===== src/rv_core_pkg.sv =====
package rv_core_pkg;

  // datapath widths
  localparam int xlen       = 32;
  localparam int reg_addr_w = 5;

  typedef logic [xlen-1:0]       word_t;
  typedef logic [reg_addr_w-1:0] reg_idx_t;

  // major opcodes handled by the core
  localparam logic [6:0] op_reg_imm  = 7'b00_100_11;
  localparam logic [6:0] op_reg_reg  = 7'b01_100_11;
  localparam logic [6:0] op_lui      = 7'b01_101_11;
  localparam logic [6:0] op_auipc    = 7'b00_101_11;
  localparam logic [6:0] op_environ  = 7'b11_100_11;

  // recognized but not executed, these decode to bubbles
  localparam logic [6:0] op_load     = 7'b00_000_11;
  localparam logic [6:0] op_store    = 7'b01_000_11;
  localparam logic [6:0] op_branch   = 7'b11_000_11;
  localparam logic [6:0] op_jal      = 7'b11_011_11;
  localparam logic [6:0] op_jalr     = 7'b11_001_11;
  localparam logic [6:0] op_misc_mem = 7'b00_011_11;

  typedef enum logic [3:0] {
    alu_add,
    alu_sub,
    alu_sll,
    alu_slt,
    alu_sltu,
    alu_xor,
    alu_srl,
    alu_sra,
    alu_or,
    alu_and,
    alu_pass_b
  } alu_op_e;

  // one-hot status of the writeback slot, zero is invalid
  typedef enum logic [5:0] {
    cycle_reset    = 6'd1,
    cycle_no_stall = 6'd2
  } cycle_status_e;

  typedef struct packed {
    alu_op_e alu_op;
    logic    use_imm;
    logic    use_pc;
    logic    rd_we;
    logic    is_halt;
  } ctrl_t;

  typedef struct packed {
    word_t         pc;
    word_t         insn;
    cycle_status_e status;
  } decode_t;

  typedef struct packed {
    word_t         pc;
    word_t         insn;
    cycle_status_e status;
    ctrl_t         ctrl;
    reg_idx_t      rs1;
    reg_idx_t      rs2;
    reg_idx_t      rd;
    word_t         rs1_data;
    word_t         rs2_data;
    word_t         imm;
  } execute_t;

  typedef struct packed {
    word_t         pc;
    word_t         insn;
    cycle_status_e status;
    logic          rd_we;
    reg_idx_t      rd;
    word_t         rd_data;
  } wb_trace_t;

endpackage


===== src/rv_alu.sv =====
`timescale 1ns/1ns

module rv_alu import rv_core_pkg::*; (
  input  alu_op_e op,
  input  word_t   a,
  input  word_t   b,
  output word_t   y
);

  logic [4:0] shamt;
  logic       lt_signed;
  logic       lt_unsigned;

  // shifts only look at the low five bits
  assign shamt = b[4:0];

  assign lt_signed   = $signed(a) < $signed(b);
  assign lt_unsigned = a < b;

  always_comb begin
    case (op)
      alu_add: begin
        y = a + b;
      end
      alu_sub: begin
        y = a - b;
      end
      alu_sll: begin
        y = a << shamt;
      end
      alu_slt: begin
        y = {{(xlen-1){1'b0}}, lt_signed};
      end
      alu_sltu: begin
        y = {{(xlen-1){1'b0}}, lt_unsigned};
      end
      alu_xor: begin
        y = a ^ b;
      end
      alu_srl: begin
        y = a >> shamt;
      end
      alu_sra: begin
        y = $unsigned($signed(a) >>> shamt);
      end
      alu_or: begin
        y = a | b;
      end
      alu_and: begin
        y = a & b;
      end
      // lui, immediate already shifted by decode
      alu_pass_b: begin
        y = b;
      end
      default: begin
        y = '0;
      end
    endcase
  end

endmodule


===== src/rv_decoder.sv =====
`timescale 1ns/1ns

module rv_decoder import rv_core_pkg::*; (
  input  word_t    insn,
  output reg_idx_t rs1,
  output reg_idx_t rs2,
  output reg_idx_t rd,
  output word_t    imm,
  output ctrl_t    ctrl
);

  logic [6:0] opcode;
  logic [2:0] funct3;
  logic [6:0] funct7;
  word_t      imm_i;
  word_t      imm_u;
  word_t      imm_shamt;

  assign opcode = insn[6:0];
  assign funct3 = insn[14:12];
  assign funct7 = insn[31:25];
  assign rd     = insn[11:7];
  assign rs1    = insn[19:15];
  assign rs2    = insn[24:20];

  assign imm_i     = {{20{insn[31]}}, insn[31:20]};
  assign imm_u     = {insn[31:12], 12'b0};
  assign imm_shamt = {27'b0, insn[24:20]};

  always_comb begin
    // anything not matched below leaves a no-write bubble
    ctrl = '0;
    imm  = imm_i;
    case (opcode)
      op_reg_imm: begin
        ctrl.use_imm = 1'b1;
        ctrl.rd_we   = 1'b1;
        case (funct3)
          3'b000: ctrl.alu_op = alu_add;
          3'b010: ctrl.alu_op = alu_slt;
          3'b011: ctrl.alu_op = alu_sltu;
          3'b100: ctrl.alu_op = alu_xor;
          3'b110: ctrl.alu_op = alu_or;
          3'b111: ctrl.alu_op = alu_and;
          3'b001: begin
            ctrl.alu_op = alu_sll;
            imm         = imm_shamt;
            ctrl.rd_we  = (funct7 == 7'b0000000);
          end
          default: begin
            // srli and srai share funct3 101
            ctrl.alu_op = funct7[5] ? alu_sra : alu_srl;
            imm         = imm_shamt;
            ctrl.rd_we  = (funct7 == 7'b0000000) || (funct7 == 7'b0100000);
          end
        endcase
      end
      op_reg_reg: begin
        ctrl.rd_we = 1'b1;
        case ({funct7, funct3})
          10'b0000000_000: ctrl.alu_op = alu_add;
          10'b0100000_000: ctrl.alu_op = alu_sub;
          10'b0000000_001: ctrl.alu_op = alu_sll;
          10'b0000000_010: ctrl.alu_op = alu_slt;
          10'b0000000_011: ctrl.alu_op = alu_sltu;
          10'b0000000_100: ctrl.alu_op = alu_xor;
          10'b0000000_101: ctrl.alu_op = alu_srl;
          10'b0100000_101: ctrl.alu_op = alu_sra;
          10'b0000000_110: ctrl.alu_op = alu_or;
          10'b0000000_111: ctrl.alu_op = alu_and;
          default:         ctrl.rd_we  = 1'b0;
        endcase
      end
      op_lui: begin
        ctrl.alu_op  = alu_pass_b;
        ctrl.use_imm = 1'b1;
        ctrl.rd_we   = 1'b1;
        imm          = imm_u;
      end
      op_auipc: begin
        ctrl.alu_op  = alu_add;
        ctrl.use_pc  = 1'b1;
        ctrl.use_imm = 1'b1;
        ctrl.rd_we   = 1'b1;
        imm          = imm_u;
      end
      // only a clean ecall halts
      op_environ: ctrl.is_halt = (insn[31:7] == 25'd0);
      // memory and control flow are not built in this core
      op_load, op_store, op_branch, op_jal, op_jalr, op_misc_mem: ctrl.rd_we = 1'b0;
      default: ctrl.rd_we = 1'b0;
    endcase
  end

endmodule


===== src/rv_fetch.sv =====
`timescale 1ns/1ns

module rv_fetch import rv_core_pkg::*; #(
  parameter word_t RESET_PC = 32'h0000_0000
) (
  input  logic    clk,
  input  logic    rst,
  input  logic    halt,
  input  word_t   insn,
  output word_t   pc,
  output decode_t decode
);

  // program counter, stops once the ecall reaches writeback
  always_ff @(posedge clk) begin
    if (rst) begin
      pc <= RESET_PC;
    end else if (!halt) begin
      pc <= pc + 32'd4;
    end
  end

  // fetch to decode register
  always_ff @(posedge clk) begin
    if (rst) begin
      decode        <= '0;
      decode.status <= cycle_reset;
    end else if (!halt) begin
      decode <= '{pc: pc, insn: insn, status: cycle_no_stall};
    end
  end

endmodule


===== src/rv_regfile.sv =====
`timescale 1ns/1ns

module rv_regfile import rv_core_pkg::*; (
  input  logic     clk,
  input  logic     rst,
  input  reg_idx_t rs1,
  input  reg_idx_t rs2,
  output word_t    rs1_data,
  output word_t    rs2_data,
  input  logic     we,
  input  reg_idx_t wr_idx,
  input  word_t    wr_data
);

  // x0 has no storage
  word_t regs [1:31];

  // write-through so decode sees the value retiring this cycle
  function automatic word_t read_port(reg_idx_t idx);
    if (idx == '0) begin
      return '0;
    end else if (we && wr_idx == idx) begin
      return wr_data;
    end
    return regs[idx];
  endfunction

  always_comb begin
    rs1_data = read_port(rs1);
    rs2_data = read_port(rs2);
  end

  always_ff @(posedge clk) begin
    if (rst) begin
      for (int i = 1; i < 32; i++) begin
        regs[i] <= '0;
      end
    end else if (we && wr_idx != '0) begin
      regs[wr_idx] <= wr_data;
    end
  end

endmodule


===== src/rv_execute.sv =====
`timescale 1ns/1ns

module rv_execute import rv_core_pkg::*; (
  input  logic      clk,
  input  logic      rst,
  input  decode_t   decode,
  input  ctrl_t     ctrl,
  input  reg_idx_t  rs1,
  input  reg_idx_t  rs2,
  input  reg_idx_t  rd,
  input  word_t     rs1_data,
  input  word_t     rs2_data,
  input  word_t     imm,
  output logic      halt,
  output wb_trace_t wb_trace
);

  execute_t ex;
  logic     fwd_ok;
  word_t    rs1_fwd;
  word_t    rs2_fwd;
  word_t    alu_a;
  word_t    alu_b;
  word_t    alu_y;

  // bypass from writeback, x0 never forwards
  assign fwd_ok  = wb_trace.rd_we && (wb_trace.rd != '0);
  assign rs1_fwd = (fwd_ok && wb_trace.rd == ex.rs1) ? wb_trace.rd_data : ex.rs1_data;
  assign rs2_fwd = (fwd_ok && wb_trace.rd == ex.rs2) ? wb_trace.rd_data : ex.rs2_data;

  assign alu_a = ex.ctrl.use_pc ? ex.pc : rs1_fwd;
  assign alu_b = ex.ctrl.use_imm ? ex.imm : rs2_fwd;

  rv_alu alu_inst (
    .op (ex.ctrl.alu_op),
    .a  (alu_a),
    .b  (alu_b),
    .y  (alu_y)
  );

  // both stage registers freeze once the ecall sits in writeback
  always_ff @(posedge clk) begin
    if (rst) begin
      ex              <= '0;
      ex.status       <= cycle_reset;
      wb_trace        <= '0;
      wb_trace.status <= cycle_reset;
      halt            <= 1'b0;
    end else if (!halt) begin
      ex <= '{pc: decode.pc, insn: decode.insn, status: decode.status, ctrl: ctrl,
              rs1: rs1, rs2: rs2, rd: rd, rs1_data: rs1_data, rs2_data: rs2_data,
              imm: imm};
      wb_trace <= '{pc: ex.pc, insn: ex.insn, status: ex.status, rd_we: ex.ctrl.rd_we,
                    rd: ex.rd, rd_data: alu_y};
      halt <= ex.ctrl.is_halt;
    end
  end

endmodule


===== src/rv_core.sv =====
`timescale 1ns/1ns

module rv_core import rv_core_pkg::*; #(
  parameter word_t RESET_PC = 32'h0000_0000
) (
  input  logic      clk,
  input  logic      rst,
  output word_t     pc,
  input  word_t     insn,
  output logic      halt,
  output wb_trace_t wb_trace
);

  decode_t  decode;
  reg_idx_t rs1;
  reg_idx_t rs2;
  reg_idx_t rd;
  word_t    imm;
  word_t    rs1_data;
  word_t    rs2_data;
  ctrl_t    ctrl;

  rv_fetch #(
    .RESET_PC (RESET_PC)
  ) fetch_inst (
    .clk    (clk),
    .rst    (rst),
    .halt   (halt),
    .insn   (insn),
    .pc     (pc),
    .decode (decode)
  );

  rv_decoder decoder_inst (
    .insn (decode.insn),
    .rs1  (rs1),
    .rs2  (rs2),
    .rd   (rd),
    .imm  (imm),
    .ctrl (ctrl)
  );

  // write port fed straight from the writeback slot
  rv_regfile regfile_inst (
    .clk      (clk),
    .rst      (rst),
    .rs1      (rs1),
    .rs2      (rs2),
    .rs1_data (rs1_data),
    .rs2_data (rs2_data),
    .we       (wb_trace.rd_we),
    .wr_idx   (wb_trace.rd),
    .wr_data  (wb_trace.rd_data)
  );

  rv_execute execute_inst (
    .clk      (clk),
    .rst      (rst),
    .decode   (decode),
    .ctrl     (ctrl),
    .rs1      (rs1),
    .rs2      (rs2),
    .rd       (rd),
    .rs1_data (rs1_data),
    .rs2_data (rs2_data),
    .imm      (imm),
    .halt     (halt),
    .wb_trace (wb_trace)
  );

endmodule


===== config.mk =====
export PLATFORM = sky130hd
export DESIGN_NAME = rv_core
export DESIGN_NICKNAME = d
export VERILOG_FILES = /design/src/rv_core_pkg.sv /design/src/rv_alu.sv /design/src/rv_decoder.sv /design/src/rv_fetch.sv /design/src/rv_regfile.sv /design/src/rv_execute.sv /design/src/rv_core.sv
export SDC_FILE = /design/constraint.sdc
export NUM_CORES = 2
export LEC_CHECK = 0
export ABC_AREA = 1
export BUFFER_PORTS_ARGS = -buffer_cell sky130_fd_sc_hd__buf_2
export CORE_ASPECT_RATIO = 0.7
export CORE_MARGIN = 2
export CORE_UTILIZATION = 35
export CTS_CLUSTER_DIAMETER = 120
export DETAILED_ROUTE_END_ITERATION = 10
export SLEW_MARGIN = 5
export SYNTH_ARGS = -nofsm -noshare
export SYNTH_HDL_FRONTEND = slang
export SYNTH_SLANG_ARGS = --single-unit

===== constraint.sdc =====
create_clock -name clk -period 5.2 [get_ports clk]
set_input_delay 1.04 -clock clk [delete_from_list [all_inputs] [get_ports clk]]
set_output_delay 1.04 -clock clk [all_outputs]
set_load 0.05 [all_outputs]

# --- Word-level counts from Yosys, hierarchy flattened ---
# Memories as Yosys holds them, arrays and structs flattened. A register that Yosys moved wholly into a read port is not among the register bits.
# Index checks and enable logic that the tools add are counted.
op_classes:
  order_cmp: 2
  reduce_logical: 19
  add_sub_neg: 3
  shifts: 3
  eq_ne: 35
  n_mux: 40
  n_bitwise: 3
op_table:
  columns: ["cell", "n"]
  rows:
  - ["32-bit two-way mux", 12]
  - ["32-bit one-hot mux with 11 select lines", 1]
  - ["32-bit < comparator", 2]
  - ["32-bit one-hot mux with 2 select lines", 1]
  - ["10-bit by 3-bit == test with 1-bit output, second input constant", 4]
  - ["4-bit one-hot mux with 9 select lines", 1]
  - ["32-bit by 3-bit adder with 32-bit output, second input constant", 1]
  - ["32-bit adder", 1]
  - ["32-bit bitwise AND", 1]
  - ["32-bit bitwise OR", 1]
  - ["32-bit OR reduction", 1]
  - ["32-bit by 5-bit << shifter with 32-bit output", 1]
  - ["32-bit by 5-bit >> shifter with 32-bit output", 1]
  - ["32-bit by 5-bit >>> shifter with 32-bit output", 1]
  - ["32-bit subtractor", 1]
  - ["32-bit bitwise XOR", 1]
  - ["4-bit one-hot mux with 7 select lines", 1]
  - ["25-bit zero test", 1]
  - ["5-bit two-way mux", 5]
  - ["7-bit by 6-bit == test with 1-bit output, second input constant", 3]
  - ["10-bit by 2-bit == test with 1-bit output, second input constant", 2]
  - ["10-bit by 9-bit == test with 1-bit output, second input constant", 2]
  - ["5-bit == test", 4]
  - ["4-bit by 3-bit == test with 1-bit output, second input constant", 4]
  - ["other kinds (25)", 52]
totals:
  wordCells: 131
  out_inout_bits: 141
  register_bits: 388
  mem_count: 1
  mem_bits_rw: 992
mem_list:
  columns: ["name", "words", "word_bits", "read_ports", "rd_clocked_by_memory_dff", "wr", "line_no", "text"]
  rows:
  - ["regfile_inst.regs", 31, 32, 2, 2, 31, "rv_regfile.sv:16", "word_t regs [1:31];"]

# --- Logic depth before layout (Yosys ltp) ---
logic_depth:
  ltp_word: 7
  depth_mapped: 38
  depth_no_buf: 34

# --- Hierarchy ---
# A second synthesis with hierarchy kept.
hier_totals:
  hier_cells: 12453
  area_unflattened_um2: 87126.1
modules_own_cells:
  columns: ["module", "cells_per_inst", "n_inst", "area_per_inst_um2", "seq_area_each_um2"]
  rows:
  - ["rv_regfile", 7904, 1, 59857.4, 30749.5]
  - ["rv_execute", 1673, 1, 12022.8, 5965.7]
  - ["rv_alu", 2170, 1, 10378.7, 0.0]
  - ["rv_fetch", 537, 1, 3950.0, 1881.8]
  - ["rv_decoder", 169, 1, 917.1, 0.0]

# --- Least setup slack after synthesis ---
# Ideal clock, no wire load.
synth_path:
  path_type: "reg2reg"
  start: "reg execute_inst.wb_trace[34] (netlist name)"
  end: "reg execute_inst.wb_trace[25] (netlist name)"
  period_less_slack_ns: 4.357
  setup_slack_ns: 0.843
  setup_time_ns: 0.132
  required_time_ns: 5.068
  t_arrival_ns: 4.225
  path_buffers: 5
  stages_incl_launch_ff: 32
  path_cell_list: "dfxtp_1 > buf_6 > inv_2 > buf_6 > nand3_2 > nand2_2 > nor2_4 > nand2_4 > a21oi_1 > o21ai_2 > nand2_2 > buf_2 > buf_2 > ha_1 > buf_2 > or2_2 > o21ai_1 > inv_1 > o21ai_1 > a21oi_1 > o21ai_1 > nand3_1 > nand2_1 > nand3_1 > nand2_1 > nand2_1 > nand3_1 > nand2_1 > nor2_1 > nand2_1 > nand2_1 > a21oi_1"
synth_via:
  elab_chain_cells: 7
  elab_cells_between_ends: 19
synth_lines:
  columns: ["element", "line_no", "text"]
  rows:
  - ["5-bit nonzero test", "rv_execute.sv:27", "assign fwd_ok = wb_trace.rd_we && (wb_trace.rd != '0);"]
  - ["1-bit logical AND", "rv_execute.sv:27", null]
  - ["1-bit logical AND (on tied branches)", "rv_execute.sv:28, rv_execute.sv:29", null]
  - ["32-bit two-way mux (on tied branches)", "rv_execute.sv:28, rv_execute.sv:29", null]
  - ["32-bit two-way mux (on tied branches)", "rv_execute.sv:31, rv_execute.sv:32", null]
  - ["32-bit subtractor (tied with other cells)", "rv_alu.sv:26", "y = a - b;"]
  - ["32-bit one-hot mux with 11 select lines *", "rv_alu.sv:21", "case (op)"]
# Mark *: on every way between the ends. The rest lies on a longest branch, timed or not.
# A chain may end at the register's enable or synchronous reset.

==> impl_metrics.csv <==
group,metric,value,unit
clocking,cts.clk_slew.worst_paths,0.07,ns
layout,drive_gt1_frac,0.0818,
timing,finalWorstSetupSlack,0.178,ns
timing,tightest_slew,1.42,ns
yosys,async_flop_share,0,
routing,dr.pass1.iters,6,
clocking,clock_latency,0.83,ns
setup_path,cp-end-kind,"flop",
layout,layout.nets,10001,
global_route,antenna_found_initial,18,
clocking,root_buffer,"clkbuf_16",
clocking,cts_sinks,1394,
pwr,switching_share,0.321,
placed_design,hpwl,224000,um
pwr,clkPwrFrac,0.367,
setup_path,r2r-end,"execute_inst.wb_trace[0]",
global_route,grt_max_degree,196,
hold_path,holdCritPathClass,"flop to flop",
timing,period_share,0.966,
floorplanning,dieArea,230000,sq um
hold_path,min_delay_worst_endpoint,"fetch_inst.decode[0]",
layout,multi_input_area,34500,sq um
setup_path,reg2reg_depth,24,
setup_path,reg2reg_from,"execute_inst.wb_trace[55]",
hold_path,hold_depth,2,
timing,min_period,5.02,ns
timing,slew-limit-headroom,0.0442,
routing,route.detailed.drc,0,
timing,setup_violations,0,
routing,dr_total_vias,77719,
pwr,p_per_area,333,nW/um^2
placed_design,place_inst,12748,
pwr,p_switching,0.00942,W
routing,wl_per_cell,25.9,um
global_route,grt_use_total,0.280,
placed_design,io_buffers,166,
yosys,synth_ff_type,"edfxtp_1",
setup_path,reg2reg_slack,0.18,ns
floorplanning,rows,146,
setup_path,worst_path_most_repeated_cell,"nand2_1",
layout,nFillCells,22926,
timing,slew_violations,0,
setup_path,crit_fanout,27,
setup_path,startpoint,"execute_inst.wb_trace[55]",
routing,ant_nets,0,
timing,fin_tns_setup,0,ns
floorplanning,pin_count,175,
floorplanning,fp.dieW,573,um
layout,finalCoreUtilization,0.391,
yosys,netlist_area,79200,sq um
timing,rsz0062_at_grt,"false",
global_route,grt_pass1_wl,484000,um
yosys,avgSynthCellArea,7.84,sq um
timing,clock.fmax,0.199,GHz
yosys,yosysWarningCount,0,
layout,final_cell_mix,"nor2_1 (1,342), nand2_1 (1,289), o21ai_0 (1,156)",
pwr,p_int,0.0199,W
layout,layout_commonest_cell,"nor2_1",
timing,timing.final.hold_violations,0,
routing,wl,338000,um
setup_path,path_delay_family,"simple AND/OR/NAND/NOR gates",
pwr,pwr-share-comb,0.199,
yosys,ys_seq_area_frac,0.482,
setup_path,slowest_delay,0.45,ns
yosys,synth.ff_latch_count,1394,
routing,dr.first_iter.drc_count,13492,
yosys,synth_cell_type_count,59,
clocking,cts_htree_levels,4,
yosys,syn_inst,10104,
floorplanning,fp.dieH,402,um
floorplanning,coreArea,226000,sq um
placed_design,pre_cts_slack,0.281,ns
pwr,power_frac_seq,0.434,
layout,final_cell_count_no_fill,13009,
clocking,numCtsBuffers,148,
setup_path,cp.required,5.91,ns
hold_path,hold_start,"fetch_inst.decode[0]",
placed_design,place.gp.congestion,1.05,
pwr,ir_worst_vdd,250,uV
floorplanning,start_util,0.351,
pwr,p_leak,33.3,nW
job,max-cap-violations,0,
clocking,clockBufferDepth,4,
setup_path,setup.worst_path.start_class,"flop",
yosys,synth_edf_count,1024,
setup_path,crit_arrival,5.74,ns
setup_path,slowest_stage,"ha_1",
global_route,grt_pass1_vias,70140,
setup_path,critical_path_class,"flop to flop",
setup_path,cp_cell_sequence,"buf_4 -> xor2_1 -> nor2_1 -> nand2_4 -> buf_4 -> o211ai_1 -> o21ai_0 -> ha_1 -> inv_1 -> nor2_1 -> nand2_1 -> nor4_1 -> a21oi_1 -> buf_4 -> o21ai_2 -> nand4_1 -> nand2_2 -> xor2_1 -> nand4_1 -> nand2_1 -> nor2_1 -> nand2_1 -> nand2_1 -> a21oi_1",
routing,vias_per_cell,5.97,
timing,fin_skew,0.0533,ns
layout,syn_to_final_growth,11.3,%
global_route,grt_overflow,0,
clocking,cts_tree,"built",
setup_path,path_buf_inv,4,
run_status,outcome,"complete, no violations",
layout,ff_latch_area,38200,sq um
timing repair:
item / 4_1_cts / 5_1_grt
setup endpoints to repair: 0 / 14
resized for setup: 0 / 28
buffers inserted: 0 / 2
hold buffers: 0 / 0
power by group through the flow:
| stage | Clock [W] | Sequential [W] | Combinational, W |
|---|---|---|---|
| 2_1_floorplan | 0 | 0.0129 | 0.00338 |
| 4_1_cts | 0.0108 | 0.0127 | 0.00558 |
| 3_5_place_dp | 0 | 0.0130 | 0.00556 |
| 6_report | 0.0108 | 0.0127 | 0.00583 |
| 5_1_grt | 0.0113 | 0.0128 | 0.00620 |
| 3_3_place_gp | 0 | 0.0129 | 0.00554 |
state kept, by name, summed over array words and instances, names as in the netlist, named ones only:
name                   count
execute_inst.halt          1
fetch_inst.pc             30
regfile_inst.regs       1024
fetch_inst.decode         64
execute_inst.wb_trace     97
execute_inst.ex          168
kinds of logic after synthesis:
family | count (synthesis) | share of synthesized area
other | 1 | 0.0000473
adder cells (fa/ha/maj) | 100 | 0.0160
AO/OA/AOI/OAI | 2975 | 0.210
XOR/XNOR | 16 | 0.00177
flip-flops | 1394 | 0.482
buffers and inverters | 1775 | 0.0881
AND/OR/NAND/NOR | 3843 | 0.203
synthesized netlist by cell type (all sizes together), types with 4 or more instances:
cell | number | area (sq um)
xor2 | 12 | 105
xnor2 | 4 | 35.0
buf | 197 | 1050
o211ai | 354 | 2660
a21oi | 1124 | 5630
a311oi | 10 | 87.6
dfxtp | 370 | 7410
or2 | 6 | 37.5
ha | 98 | 1230
clkbuf | 706 | 2650
nand3 | 1029 | 5190
nand4 | 39 | 250
inv | 866 | 3260
nor2 | 1354 | 5120
a221oi | 20 | 175
edfxtp | 1024 | 30700
nor3 | 47 | 235
a21boi | 7 | 52.6
a31oi | 91 | 569
o21bai | 9 | 67.6
o21ai | 1197 | 6010
nand3b | 5 | 50.1
a211oi | 10 | 75.1
a21o | 10 | 75.1
clkinv | 6 | 23.8
o2111ai | 11 | 96.3
nand2 | 1344 | 5070
nor4 | 13 | 87.6
o22ai | 17 | 106
o221ai | 109 | 955
per-stage QoR:
stage,hold slack (ns),total power [W],cell area (sq um)
3_5_place_dp,0.447,0.0185,83400
3_3_place_gp,0.428,0.0185,83400
6_report,0.455,0.0293,88200
4_1_cts,0.422,0.0291,88000
2_1_floorplan,0.419,0.0163,79400
5_1_grt,0.454,0.0302,88200
worst min-delay path, delay by kind of cell, from the launching register on:
| family | cells | cell delay (ns) |
|---|---|---|
| flip-flops | 1 | 0.31 |
| AND/OR/NAND/NOR | 2 | 0.10 |
routing by layer:
metal	up-vias	routed length, um	GRT usage
li1	34393	-	-
met1	37331	149000	0.430
met2	5372	129000	0.365
met3	615	50800	0.0888
met4	8	9400	0.0779
met5	-	53	0
how the worst max path moves through the flow:
stage / endpoint / slack (ns) / cells after the start
floorplan: execute_inst.wb_trace[25] / 0.84 / 31
finish: execute_inst.wb_trace[0] / 0.18 / 24
CTS: execute_inst.wb_trace[0] / 0.18 / 25
global route: execute_inst.wb_trace[25] / 0.02 / 28
global placement: execute_inst.wb_trace[27] / 0.14 / 22
detailed placement: execute_inst.wb_trace[0] / 0.28 / 25
final cells by class:
type,count,area share
clock buffer,185,0.0454
antenna,5,0.000142
clock inverter,68,0.00748
multi-input combinational,6975,0.391
tap,3034,0.0431
inverter,872,0.0375
sequential,1394,0.433
timing repair buffer,476,0.0422
No activity file was read; power rests on OpenSTA's default activity.
